### config.mk
export PLATFORM = sky130hd
export DESIGN_NAME = rw_mgr_top
export DESIGN_NICKNAME = d
export VERILOG_FILES = /design/src/noc_pkg.sv /design/src/rw_mgr_pkg.sv /design/src/rw_req_intake.sv /design/src/rw_cmd_fifo.sv /design/src/rw_tx_ctrl.sv /design/src/rw_tx_datap.sv /design/src/rw_mgr_top.sv
export SDC_FILE = /design/constraint.sdc
export NUM_CORES = 1
export LEC_CHECK = 0
export BUFFER_PORTS_ARGS = -buffer_cell sky130_fd_sc_hd__buf_2
export CORE_AREA = 2 2 142 144
export CTS_BUF_LIST = sky130_fd_sc_hd__clkbuf_4 sky130_fd_sc_hd__clkbuf_8 sky130_fd_sc_hd__clkbuf_16
export DETAILED_ROUTE_END_ITERATION = 8
export DIE_AREA = 0 0 144 146
export PLACE_DENSITY = 0.64
export SYNTH_ARGS = -nofsm -noshare
export SYNTH_HDL_FRONTEND = slang
export SYNTH_SLANG_ARGS = --single-unit
export TNS_END_PERCENT = 5
### constraint.sdc
create_clock -name clk -period 4.9 [get_ports clk]
set_clock_uncertainty 0.15 [all_clocks]
set_input_delay 0.735 -clock clk [delete_from_list [all_inputs] [get_ports clk]]
set_output_delay 0.735 -clock clk [all_outputs]
set_load 0.02 [all_outputs]
### src/noc_pkg.sv
`default_nettype none

package noc_pkg;

    localparam int PAYLOAD_PTR_W = 12;
    localparam int NOC_FLIT_W = 128;

    typedef logic [3:0] noc_coord_t;
    typedef logic [3:0] noc_fbits_t;
    typedef logic [5:0] flow_id_t;

    // One extra bit above the buffer address tells full from empty
    typedef logic [PAYLOAD_PTR_W:0] payload_ptr_t;

    typedef enum logic [7:0] {
        TCP_TX_MSG_REQ    = 8'h10,
        TCP_TX_ADJUST_PTR = 8'h11,
        TCP_RX_ADJUST_PTR = 8'h12,
        TCP_TX_MSG_NOTIF  = 8'h13
    } noc_msg_t;

    // ~~~~~~~~~~~~~~~~~~~~~~~~~~~~~~~~~~~~~~~~~~~~~~~~~~
    // Header flit layout

    typedef struct packed {
        logic [2:0]   zero;
        payload_ptr_t ptr;
    } noc_ptr_arg_t;

    // Byte length for TX_REQ, pointer for adjust and notification
    typedef union packed {
        logic [15:0]  length;
        noc_ptr_arg_t ptr_arg;
    } noc_hdr_arg_u;

    typedef struct packed {
        noc_coord_t  dst_x;
        noc_coord_t  dst_y;
        noc_fbits_t  dst_fbits;
        noc_coord_t  src_x;
        noc_coord_t  src_y;
        noc_fbits_t  src_fbits;
        noc_msg_t    msg_type;
        logic [15:0] msg_len;
    } noc_hdr_core_t;

    typedef struct packed {
        noc_hdr_core_t core;
        flow_id_t      flow_id;
        noc_hdr_arg_u  arg;
        logic [NOC_FLIT_W-$bits(noc_hdr_core_t)-$bits(flow_id_t)-17:0] pad;
    } noc_hdr_flit_t;

    // ~~~~~~~~~~~~~~~~~~~~~~~~~~~~~~~~~~~~~~~~~~~~~~~~~~
    // Partner tiles

    localparam noc_coord_t TCP_TX_TILE_X = 4'd1;
    localparam noc_coord_t TCP_TX_TILE_Y = 4'd0;
    localparam noc_coord_t TCP_RX_TILE_X = 4'd0;
    localparam noc_coord_t TCP_RX_TILE_Y = 4'd1;

    localparam noc_fbits_t TCP_TX_APP_PTR_IF_FBITS = 4'h2;
    localparam noc_fbits_t TCP_RX_APP_PTR_IF_FBITS = 4'h3;
    localparam noc_fbits_t RW_MGR_TX_FBITS         = 4'h5;

endpackage

`default_nettype wire

### src/rw_mgr_pkg.sv
`default_nettype none

package rw_mgr_pkg;

    typedef struct packed {
        noc_pkg::flow_id_t     flow_id;
        noc_pkg::payload_ptr_t rx_offset;
    } rw_cmd_t;

    typedef enum logic [7:0] {
        OK = 8'h00
    } rw_status_e;

    typedef struct packed {
        rw_status_e  status;
        logic [55:0] fill;
    } rw_resp_t;

    typedef struct packed {
        noc_pkg::flow_id_t                   flow_id;
        logic [noc_pkg::PAYLOAD_PTR_W-1:0]   offset;
        rw_resp_t                            data;
    } tx_buf_wr_t;

    localparam int RW_REQ_BYTES  = 16;
    localparam int RW_RESP_BYTES = 8;

    typedef enum logic {
        NOC_SEL_TX_REQ = 1'b0,
        NOC_SEL_ADJUST = 1'b1
    } tx_noc_sel_e;

    typedef enum logic {
        TILE_SEL_RX = 1'b0,
        TILE_SEL_TX = 1'b1
    } tx_tile_sel_e;

endpackage

`default_nettype wire

### src/rw_req_intake.sv
`default_nettype none

module rw_req_intake (
    input  wire logic                clk,
    input  wire logic                rst,
    input  wire logic                in_req,
    output logic                     in_ack,
    input  wire rw_mgr_pkg::rw_cmd_t in_cmd,
    output logic                     push,
    output rw_mgr_pkg::rw_cmd_t      push_cmd,
    input  wire logic                full
);

    typedef enum logic {
        ST_IDLE,
        ST_ACK
    } state_e;

    state_e state;

    always_ff @(posedge clk) begin
        if (rst) begin
            state <= ST_IDLE;
            push <= 1'b0;
        end else begin
            push <= 1'b0;
            case (state)
                ST_IDLE: begin
                    // Hold off the ack while the queue has no room
                    if (in_req && !full) begin
                        state <= ST_ACK;
                        push <= 1'b1;
                    end
                end
                ST_ACK: begin
                    if (!in_req) begin
                        state <= ST_IDLE;
                    end
                end
                default: state <= ST_IDLE;
            endcase
        end
    end

    always_ff @(posedge clk) begin
        if (state == ST_IDLE && in_req && !full) begin
            push_cmd <= in_cmd;
        end
    end

    assign in_ack = (state == ST_ACK);

    a_cmd_stable: assert property (@(posedge clk) disable iff (rst)
        in_req && !in_ack |=> !(in_req && !in_ack) || $stable(in_cmd));

endmodule

`default_nettype wire

### src/rw_cmd_fifo.sv
`default_nettype none

module rw_cmd_fifo #(
    parameter int FIFO_DEPTH = 4
) (
    input  wire logic                clk,
    input  wire logic                rst,
    input  wire logic                push,
    input  wire rw_mgr_pkg::rw_cmd_t push_cmd,
    output logic                     full,
    input  wire logic                pop,
    output logic                     empty,
    output rw_mgr_pkg::rw_cmd_t      head_cmd
);

    import rw_mgr_pkg::*;

    localparam int ADDR_W = $clog2(FIFO_DEPTH);

    rw_cmd_t mem [FIFO_DEPTH];

    logic [ADDR_W:0] wr_ptr;
    logic [ADDR_W:0] rd_ptr;

    always_ff @(posedge clk) begin
        if (rst) begin
            wr_ptr <= '0;
            rd_ptr <= '0;
        end else begin
            if (push) begin
                wr_ptr <= wr_ptr + 1'b1;
            end
            if (pop) begin
                rd_ptr <= rd_ptr + 1'b1;
            end
        end
    end

    always_ff @(posedge clk) begin
        if (push) begin
            mem[wr_ptr[ADDR_W-1:0]] <= push_cmd;
        end
    end

    // Same slot, different lap means full
    assign full  = (wr_ptr[ADDR_W] != rd_ptr[ADDR_W])
                && (wr_ptr[ADDR_W-1:0] == rd_ptr[ADDR_W-1:0]);
    assign empty = (wr_ptr == rd_ptr);

    assign head_cmd = mem[rd_ptr[ADDR_W-1:0]];

    a_no_overflow: assert property (@(posedge clk) disable iff (rst) push |-> !full);
    a_no_underflow: assert property (@(posedge clk) disable iff (rst) pop |-> !empty);

endmodule

`default_nettype wire

### src/rw_tx_ctrl.sv
`default_nettype none

module rw_tx_ctrl (
    input  wire logic                   clk,
    input  wire logic                   rst,
    input  wire logic                   empty,
    output logic                        pop,
    output logic                        noc_out_req,
    input  wire logic                   noc_out_ack,
    input  wire logic                   noc_in_req,
    output logic                        noc_in_ack,
    input  wire noc_pkg::noc_hdr_flit_t noc_in_flit,
    output logic                        wr_req,
    input  wire logic                   wr_ack,
    output logic                        store_inputs,
    output logic                        store_notif,
    output rw_mgr_pkg::tx_noc_sel_e     noc_sel,
    output rw_mgr_pkg::tx_tile_sel_e    tile_sel
);

    import noc_pkg::*;
    import rw_mgr_pkg::*;

    typedef enum logic [2:0] {
        IDLE,
        SEND_REQ,
        WAIT_NOTIF,
        WRITE_BUF,
        ADJ_TX,
        ADJ_RX
    } state_e;

    state_e state;
    // 0 while req is up, 1 while waiting for ack to fall
    logic   phase;

    always_ff @(posedge clk) begin
        if (rst) begin
            state <= IDLE;
            phase <= 1'b0;
        end else begin
            case (state)
                IDLE: begin
                    if (!empty) begin
                        state <= SEND_REQ;
                    end
                end
                SEND_REQ: begin
                    if (!phase && noc_out_ack) begin
                        phase <= 1'b1;
                    end else if (phase && !noc_out_ack) begin
                        phase <= 1'b0;
                        state <= WAIT_NOTIF;
                    end
                end
                WAIT_NOTIF: begin
                    if (!phase && noc_in_req) begin
                        phase <= 1'b1;
                    end else if (phase && !noc_in_req) begin
                        phase <= 1'b0;
                        state <= WRITE_BUF;
                    end
                end
                WRITE_BUF: begin
                    if (!phase && wr_ack) begin
                        phase <= 1'b1;
                    end else if (phase && !wr_ack) begin
                        phase <= 1'b0;
                        state <= ADJ_TX;
                    end
                end
                ADJ_TX, ADJ_RX: begin
                    if (!phase && noc_out_ack) begin
                        phase <= 1'b1;
                    end else if (phase && !noc_out_ack) begin
                        phase <= 1'b0;
                        state <= (state == ADJ_TX) ? ADJ_RX : IDLE;
                    end
                end
                default: begin
                    state <= IDLE;
                    phase <= 1'b0;
                end
            endcase
        end
    end

    // ~~~~~~~~~~~~~~~~~~~~~~~~~~~~~~~~~~~~~~~~~~~~~~~~~~
    // Outputs

    assign pop          = (state == IDLE) && !empty;
    assign store_inputs = pop;
    assign store_notif  = (state == WAIT_NOTIF) && !phase && noc_in_req;

    assign noc_out_req = !phase && (state == SEND_REQ || state == ADJ_TX || state == ADJ_RX);
    assign noc_in_ack  = phase && (state == WAIT_NOTIF);
    assign wr_req      = !phase && (state == WRITE_BUF);

    assign noc_sel  = (state == SEND_REQ) ? NOC_SEL_TX_REQ : NOC_SEL_ADJUST;
    assign tile_sel = (state == ADJ_RX) ? TILE_SEL_RX : TILE_SEL_TX;

    a_notif_type: assert property (@(posedge clk) disable iff (rst)
        store_notif |-> noc_in_flit.core.msg_type == TCP_TX_MSG_NOTIF);

endmodule

`default_nettype wire

### src/rw_tx_datap.sv
`default_nettype none

module rw_tx_datap #(
    parameter int unsigned SRC_X = 0,
    parameter int unsigned SRC_Y = 0
) (
    input  wire logic                     clk,
    input  wire logic                     rst,
    input  wire rw_mgr_pkg::rw_cmd_t      head_cmd,
    input  wire noc_pkg::noc_hdr_flit_t   noc_in_flit,
    input  wire logic                     store_inputs,
    input  wire logic                     store_notif,
    input  wire rw_mgr_pkg::tx_noc_sel_e  noc_sel,
    input  wire rw_mgr_pkg::tx_tile_sel_e tile_sel,
    output noc_pkg::noc_hdr_flit_t        noc_out_flit,
    output rw_mgr_pkg::tx_buf_wr_t        wr_data
);

    import noc_pkg::*;
    import rw_mgr_pkg::*;

    flow_id_t     flow_id_q;
    payload_ptr_t rx_ptr_q;
    payload_ptr_t tx_ptr_q;

    always_ff @(posedge clk) begin
        if (rst) begin
            flow_id_q <= '0;
            rx_ptr_q <= '0;
            tx_ptr_q <= '0;
        end else begin
            if (store_inputs) begin
                flow_id_q <= head_cmd.flow_id;
                rx_ptr_q <= head_cmd.rx_offset;
            end
            if (store_notif) begin
                tx_ptr_q <= noc_in_flit.arg.ptr_arg.ptr;
            end
        end
    end

    // ~~~~~~~~~~~~~~~~~~~~~~~~~~~~~~~~~~~~~~~~~~~~~~~~~~
    // Outgoing flit

    always_comb begin
        noc_out_flit = '0;
        if (noc_sel == NOC_SEL_TX_REQ) begin
            noc_out_flit.core.dst_x     = TCP_TX_TILE_X;
            noc_out_flit.core.dst_y     = TCP_TX_TILE_Y;
            noc_out_flit.core.dst_fbits = TCP_TX_APP_PTR_IF_FBITS;
            noc_out_flit.core.msg_type  = TCP_TX_MSG_REQ;
            noc_out_flit.arg.length     = 16'(RW_RESP_BYTES);
        end else if (tile_sel == TILE_SEL_RX) begin
            noc_out_flit.core.dst_x       = TCP_RX_TILE_X;
            noc_out_flit.core.dst_y       = TCP_RX_TILE_Y;
            noc_out_flit.core.dst_fbits   = TCP_RX_APP_PTR_IF_FBITS;
            noc_out_flit.core.msg_type    = TCP_RX_ADJUST_PTR;
            // Head moves past the consumed request, wrap bit included
            noc_out_flit.arg.ptr_arg.ptr  = rx_ptr_q + payload_ptr_t'(RW_REQ_BYTES);
        end else begin
            noc_out_flit.core.dst_x       = TCP_TX_TILE_X;
            noc_out_flit.core.dst_y       = TCP_TX_TILE_Y;
            noc_out_flit.core.dst_fbits   = TCP_TX_APP_PTR_IF_FBITS;
            noc_out_flit.core.msg_type    = TCP_TX_ADJUST_PTR;
            noc_out_flit.arg.ptr_arg.ptr  = tx_ptr_q + payload_ptr_t'(RW_RESP_BYTES);
        end

        noc_out_flit.core.src_x     = noc_coord_t'(SRC_X);
        noc_out_flit.core.src_y     = noc_coord_t'(SRC_Y);
        noc_out_flit.core.src_fbits = RW_MGR_TX_FBITS;
        noc_out_flit.core.msg_len   = '0;
        noc_out_flit.flow_id        = flow_id_q;
    end

    // ~~~~~~~~~~~~~~~~~~~~~~~~~~~~~~~~~~~~~~~~~~~~~~~~~~
    // Response record for the transmit buffer

    always_comb begin
        wr_data             = '0;
        wr_data.flow_id     = flow_id_q;
        wr_data.offset      = tx_ptr_q[PAYLOAD_PTR_W-1:0];
        wr_data.data.status = OK;
    end

endmodule

`default_nettype wire

### src/rw_mgr_top.sv
`default_nettype none

module rw_mgr_top #(
    parameter int unsigned SRC_X      = 2,
    parameter int unsigned SRC_Y      = 2,
    parameter int          FIFO_DEPTH = 4
) (
    input  wire logic                   clk,
    input  wire logic                   rst,
    input  wire logic                   in_req,
    output logic                        in_ack,
    input  wire rw_mgr_pkg::rw_cmd_t    in_cmd,
    output logic                        noc_out_req,
    input  wire logic                   noc_out_ack,
    output noc_pkg::noc_hdr_flit_t      noc_out_flit,
    input  wire logic                   noc_in_req,
    output logic                        noc_in_ack,
    input  wire noc_pkg::noc_hdr_flit_t noc_in_flit,
    output logic                        wr_req,
    input  wire logic                   wr_ack,
    output rw_mgr_pkg::tx_buf_wr_t      wr_data
);

    import rw_mgr_pkg::*;

    logic         push;
    rw_cmd_t      push_cmd;
    logic         full;
    logic         pop;
    logic         empty;
    rw_cmd_t      head_cmd;
    logic         store_inputs;
    logic         store_notif;
    tx_noc_sel_e  noc_sel;
    tx_tile_sel_e tile_sel;

    rw_req_intake u_intake (
        .clk      (clk),
        .rst      (rst),
        .in_req   (in_req),
        .in_ack   (in_ack),
        .in_cmd   (in_cmd),
        .push     (push),
        .push_cmd (push_cmd),
        .full     (full)
    );

    rw_cmd_fifo #(
        .FIFO_DEPTH (FIFO_DEPTH)
    ) u_fifo (
        .clk      (clk),
        .rst      (rst),
        .push     (push),
        .push_cmd (push_cmd),
        .full     (full),
        .pop      (pop),
        .empty    (empty),
        .head_cmd (head_cmd)
    );

    rw_tx_ctrl u_ctrl (
        .clk          (clk),
        .rst          (rst),
        .empty        (empty),
        .pop          (pop),
        .noc_out_req  (noc_out_req),
        .noc_out_ack  (noc_out_ack),
        .noc_in_req   (noc_in_req),
        .noc_in_ack   (noc_in_ack),
        .noc_in_flit  (noc_in_flit),
        .wr_req       (wr_req),
        .wr_ack       (wr_ack),
        .store_inputs (store_inputs),
        .store_notif  (store_notif),
        .noc_sel      (noc_sel),
        .tile_sel     (tile_sel)
    );

    rw_tx_datap #(
        .SRC_X (SRC_X),
        .SRC_Y (SRC_Y)
    ) u_datap (
        .clk          (clk),
        .rst          (rst),
        .head_cmd     (head_cmd),
        .noc_in_flit  (noc_in_flit),
        .store_inputs (store_inputs),
        .store_notif  (store_notif),
        .noc_sel      (noc_sel),
        .tile_sel     (tile_sel),
        .noc_out_flit (noc_out_flit),
        .wr_data      (wr_data)
    );

endmodule

`default_nettype wire

### Word-level counts from Yosys, hierarchy flattened

Memory sizes are Yosys's and may differ from the RTL's. A register that Yosys moved wholly into a read port is not among the register bits.
Index checks and enable logic that the tools add are counted.

* add/subtract/negate cells: 4
* equal/unequal tests: 20
* mux-type cells: 29
* bitwise logic cells: 2
* reduce and logical (&&, ||, !) cells: 30

Operators with widths (number)
* 3-bit two-way mux: 10
* 13-bit two-way mux: 2
* 1-bit logical AND: 16
* 3-bit case mux with 5 select lines: 1
* 13-bit by 4-bit adder with 13-bit output, second input constant: 1
* 13-bit by 5-bit adder with 13-bit output, second input constant: 1
* 12-bit two-way mux: 1
* 1-bit two-way mux: 10
* 2-bit != test, second input constant: 5
* 9-bit two-way mux: 1
* 3-bit by 1-bit != test with 1-bit output, second input constant: 3
* 9-bit AND reduction: 1
* 8-bit two-way mux: 1
* 2-bit by 1-bit != test with 1-bit output, second input constant: 4
* 3-bit by 1-bit adder with 3-bit output, second input constant: 2
* 3-bit by 2-bit == test with 1-bit output, second input constant: 2
* 3-bit == test, second input constant: 2
* 1-bit logical NOT: 6
* 1-bit case mux with 4 select lines: 1
* 4-bit AND reduction: 1
* 2-bit OR reduction: 2
* 3-bit by 1-bit == test with 1-bit output, second input constant: 1
* 3-bit == test: 1
* 3-bit logical NOT: 1
* other kinds (7): 9

* register bits: 44
* memory bits (writable): 76
* input port bits: 153
* output and inout port bits: 214
* word-level logic and storage cells: 95
* memories: 1

Memory list
* u_fifo.mem: depth 4, bits a word 19, rd ports 1, clocked after Yosys merged registers in 1, wr ports 1, line rw_cmd_fifo.sv:20 `rw_cmd_t mem [FIFO_DEPTH];`

### Longest topological paths before layout

* depth in word-level cells: 6
* depth in mapped cells: 6
* mapped depth without buffers: 5

### Cells and area by module

From an unflattened synthesis, not the netlist that was laid out.

* cell total of the unflattened synthesis: 585
* area, all modules: 7309.5 µm²

Modules (own cells, without submodules)
* rw_cmd_fifo: instances 1, cells each 139, area an instance 3184.3 µm², sequential area each 2442.3 µm²
* rw_tx_datap: instances 1, cells each 368, area an instance 3017.9 µm², sequential area each 640.6 µm²
* rw_req_intake: instances 1, cells each 25, area an instance 645.6 µm², sequential area each 610.6 µm²
* rw_tx_ctrl: instances 1, cells each 53, area an instance 461.7 µm², sequential area each 80.1 µm²

### Least setup slack after synthesis

Ideal clock, no wire load.

* kind: input to register
* start: in in_req
* end: reg, netlist name u_intake.push_cmd[0]
* library setup time: 0.423 ns
* data arrival time: 2.186 ns
* required time: 4.327 ns
* slack: 2.140 ns
* stages on the path: 1
* path buffers: 0
* path through: nor3b_1

* cells in the longest elaborated chain, start to end: 2

Ends and longest elaborated chain
* from (decl): line rw_mgr_top.sv:10 `input wire logic in_req,`
* 1-bit logical AND (2 in series): line rw_req_intake.sv:46 `if (state == ST_IDLE && in_req && !full) begin`

Every way passes these cells.
A chain may end at the register's enable or synchronous reset.

==> key figures <==
Placement
  • Worst slack, placed: about 2.2 ns
  • Port bufs: 83
  • GPL Wtd Cong: 0.727
  • HPWL Detailed: 8.80 mm

Logic synthesis
  • Share of the synthesized area in the top cell type: 0.409
  • Synth unique cells: 40
  • Post-Syn Area: 6970 um2
  • Ys async rst share: 0
  • Synthesis-stage register bit count: 139
  • Dominant cell type by area after synthesis: edfxtp_1
  • Post-synth EDFFs: 95
  • Ys flop type: edfxtp_1
  • Syn Inst Count: 565
  • Top-count cell post-synth: buf_4
  • YS warnings: 0
  • Synth cell count leaders: buf_4 (190), edfxtp_1 (95), nor2_1 (48), dfxtp_1 (44), mux2i_1 (37)
  • Sequential-to-total area share from yosys stat: 0.536
  • Synthesized area per cell: 12.3 um2
  • Synth area leaders: edfxtp_1 (41%), buf_4 (20%), dfxtp_1 (13%)

STA
  • Fmax: between 300 and 400 MHz
  • Pins Over Slew Limit: 0
  • Slew at the pin closest to its max-slew limit: 1.16 ns
  • Setup TNS: 0 ns
  • Crit path time final: roughly 3.2 ns
  • Final hold vios: 0
  • Setup WS post-layout: roughly 1.7 ns
  • RSZ-0062 raised after global routing: false
  • Final period utilization: 0.647
  • Worst slew margin: 0.229
  • Final Setup Violations: 0

Final layout
  • Filler cell count: 1,857
  • Final core occ: 0.388
  • Antenna Cells: 0
  • Share of cells above drive strength 1: 0.222
  • Area Overhead vs Synth: 7.54%
  • Nets@finish: 791

CTS
  • Setup repair bufs after CTS: 0
  • H-tree Lvls: 4
  • CTS tree: done
  • Root buffer selected by CTS: clkbuf_16
  • Num Clock Sinks: 139
  • Hold buffers post-CTS: 0
  • Post-cts sizing count: 0
  • Clock Latency Late Sink: 0.42 ns
  • Clock buffer depth: 2
  • Inserted Clock Buffers: 17
  • Reg clk slew, reported paths: 0.07 ns

Floorplanning
  • Core area: just under 20,000 um2
  • Initial Util: 0.361
  • IO Pins: about 370
  • Die Span Y: ~150 um
  • Die ar.: roughly 21,000 um2
  • Width of the chip: 144 um
  • Rows: 51

Pwr
  • Switching power: 0.00109 W
  • Pleak: between 3 and 4 nW
  • Sequential group share of total power: 0.411
  • Switching Fraction: 0.310
  • Comb power frac: 0.217
  • Internal cell power: about 0.0024 W
  • Worst vdd ir: 0.245 mV
  • Clock Power Share: 0.372
  • Pwr Density: 470 nW/um2

GRT
  • GRT Total Usage: 0.122
  • Largest net degree at the start of global routing: 46
  • First-pass GRT wire length: 18.9 mm
  • Vias in the first global route: 3,375
  • Initial antenna violation count: 0
  • GRT overflow: 0

Drt
  • Post-route ant nets: 0
  • Via Count: 3,631
  • DRT Pass-1 Iters: 5
  • DRC violations left: 0
  • Iteration-0 DRC count of the detailed router: 190
  • Post-Route WL: 12.6 mm
  • Vias per Instance: between 3 and 4
  • Per-cell routed wire length: 13.9 um

Critical path
  • Worst setup SP type: flip-flop
  • Worst Path Required: 4.01 ns
  • Crit path kind: reg -> out
  • CP Max Fanout: 14
  • Crit path DAT: 2.28 ns
  • Crit path capture type: primary output

Job
  • Max cap viols: 0

Run status
  • Status: finished, final reports clean

Hold path
  • Worst hold path class: in -> reg
worst max-delay path, cell delays in order, from the launching register on:
cell and delay [ns]:
dfxtp_1 0.61, nor2b_1 0.09, buf_4 0.20, or4b_2 0.61
o211ai_1 0.13, buf_2 0.21
per-layer routing:
layer / track usage / wire length (um) / vias up
met1: 0.150 / 5280 / 1712
met5: 0 / 0 / -
met2: 0.195 / 6100 / 162
met3: 0.0474 / 1060 / 14
li1: - / - / 1743
met4: 0.0456 / 165 / 0
metrics by stage:
step           power (W)  instances  hold slack (ns)  area (um2)
2_1_floorplan    0.00218        731            0.309        7590
3_3_place_gp     0.00224        877            0.333        6890
3_5_place_dp     0.00225        877            0.335        6890
4_1_cts          0.00357        909            0.321        7500
5_1_grt          0.00370        909            0.316        7500
6_report         0.00353        909            0.337        7500
power groups by stage:
stage                     sequential [W]  combinational, W  clock [W]
after floorplan                  0.00146          0.000722          0
after global placement           0.00147          0.000764          0
after detailed placement         0.00148          0.000774          0
after CTS                        0.00145          0.000777    0.00134
after global routing             0.00147          0.000840    0.00139
final                            0.00145          0.000764    0.00131
flip-flops by register name, summed over array words and instances, names as in the netlist:
| name | cells |
|---|---|
| u_fifo.mem | 76 |
| u_intake.push_cmd | 19 |
| u_datap.rx_ptr_q | 13 |
| u_datap.tx_ptr_q | 13 |
| u_datap.flow_id_q | 6 |
| u_ctrl.state | 3 |
| u_fifo.rd_ptr | 3 |
| u_fifo.wr_ptr | 3 |
| u_ctrl.phase | 1 |
| u_intake.in_ack | 1 |
| u_intake.push | 1 |
worst paths after layout:
path,startpoint,endpoint,slack (ns),cells past startpoint
min,in_cmd[15],u_intake.push_cmd[15]$_DFFE_PP_,0.34,1
max,u_ctrl.state[1]$_SDFFE_PP0P_,noc_out_flit[70],1.73,5
min reg2reg,u_intake.push_cmd[8]$_DFFE_PP_,u_fifo.mem[1][8]$_DFFE_PP_,0.35,0
max reg2reg,u_ctrl.state[2]$_SDFFE_PP0P_,u_datap.rx_ptr_q[8]$_SDFFE_PP0P_,2.52,4
final cells by class:
class                   count  area, um2  share of cell area
flip-flops and latches    139       3730               0.498
multi-input cells         379       2350               0.314
repair buffers             87        445              0.0594
clock buffers              18        439              0.0586
well taps                 265        332              0.0442
clock inverters            14        170              0.0227
inverters                   7       26.3             0.00350
kinds of logic after synthesis:
group | share of synthesized area
DFF | 0.536
adders and majority gates | 0.0126
and+or+nand+nor | 0.0707
buffers and inverters | 0.219
muxes | 0.115
other | 0.00108
AOI/OAI and AO/OA | 0.0219
xor gates and xnor gates | 0.0251
placed cells by master (no fill, tap or decap), drive strengths merged, types with 7 or more instances in the layout:
cell type,instances
nor3,7
nor2,48
mux4,19
edfxtp,95
nand3,14
mux2i,37
nand2,17
conb,168
clkbuf,18
xnor2,16
inv,15
dfxtp,44
ha,7
buf,87
Note: power is estimated with default switching activity, not from simulation.
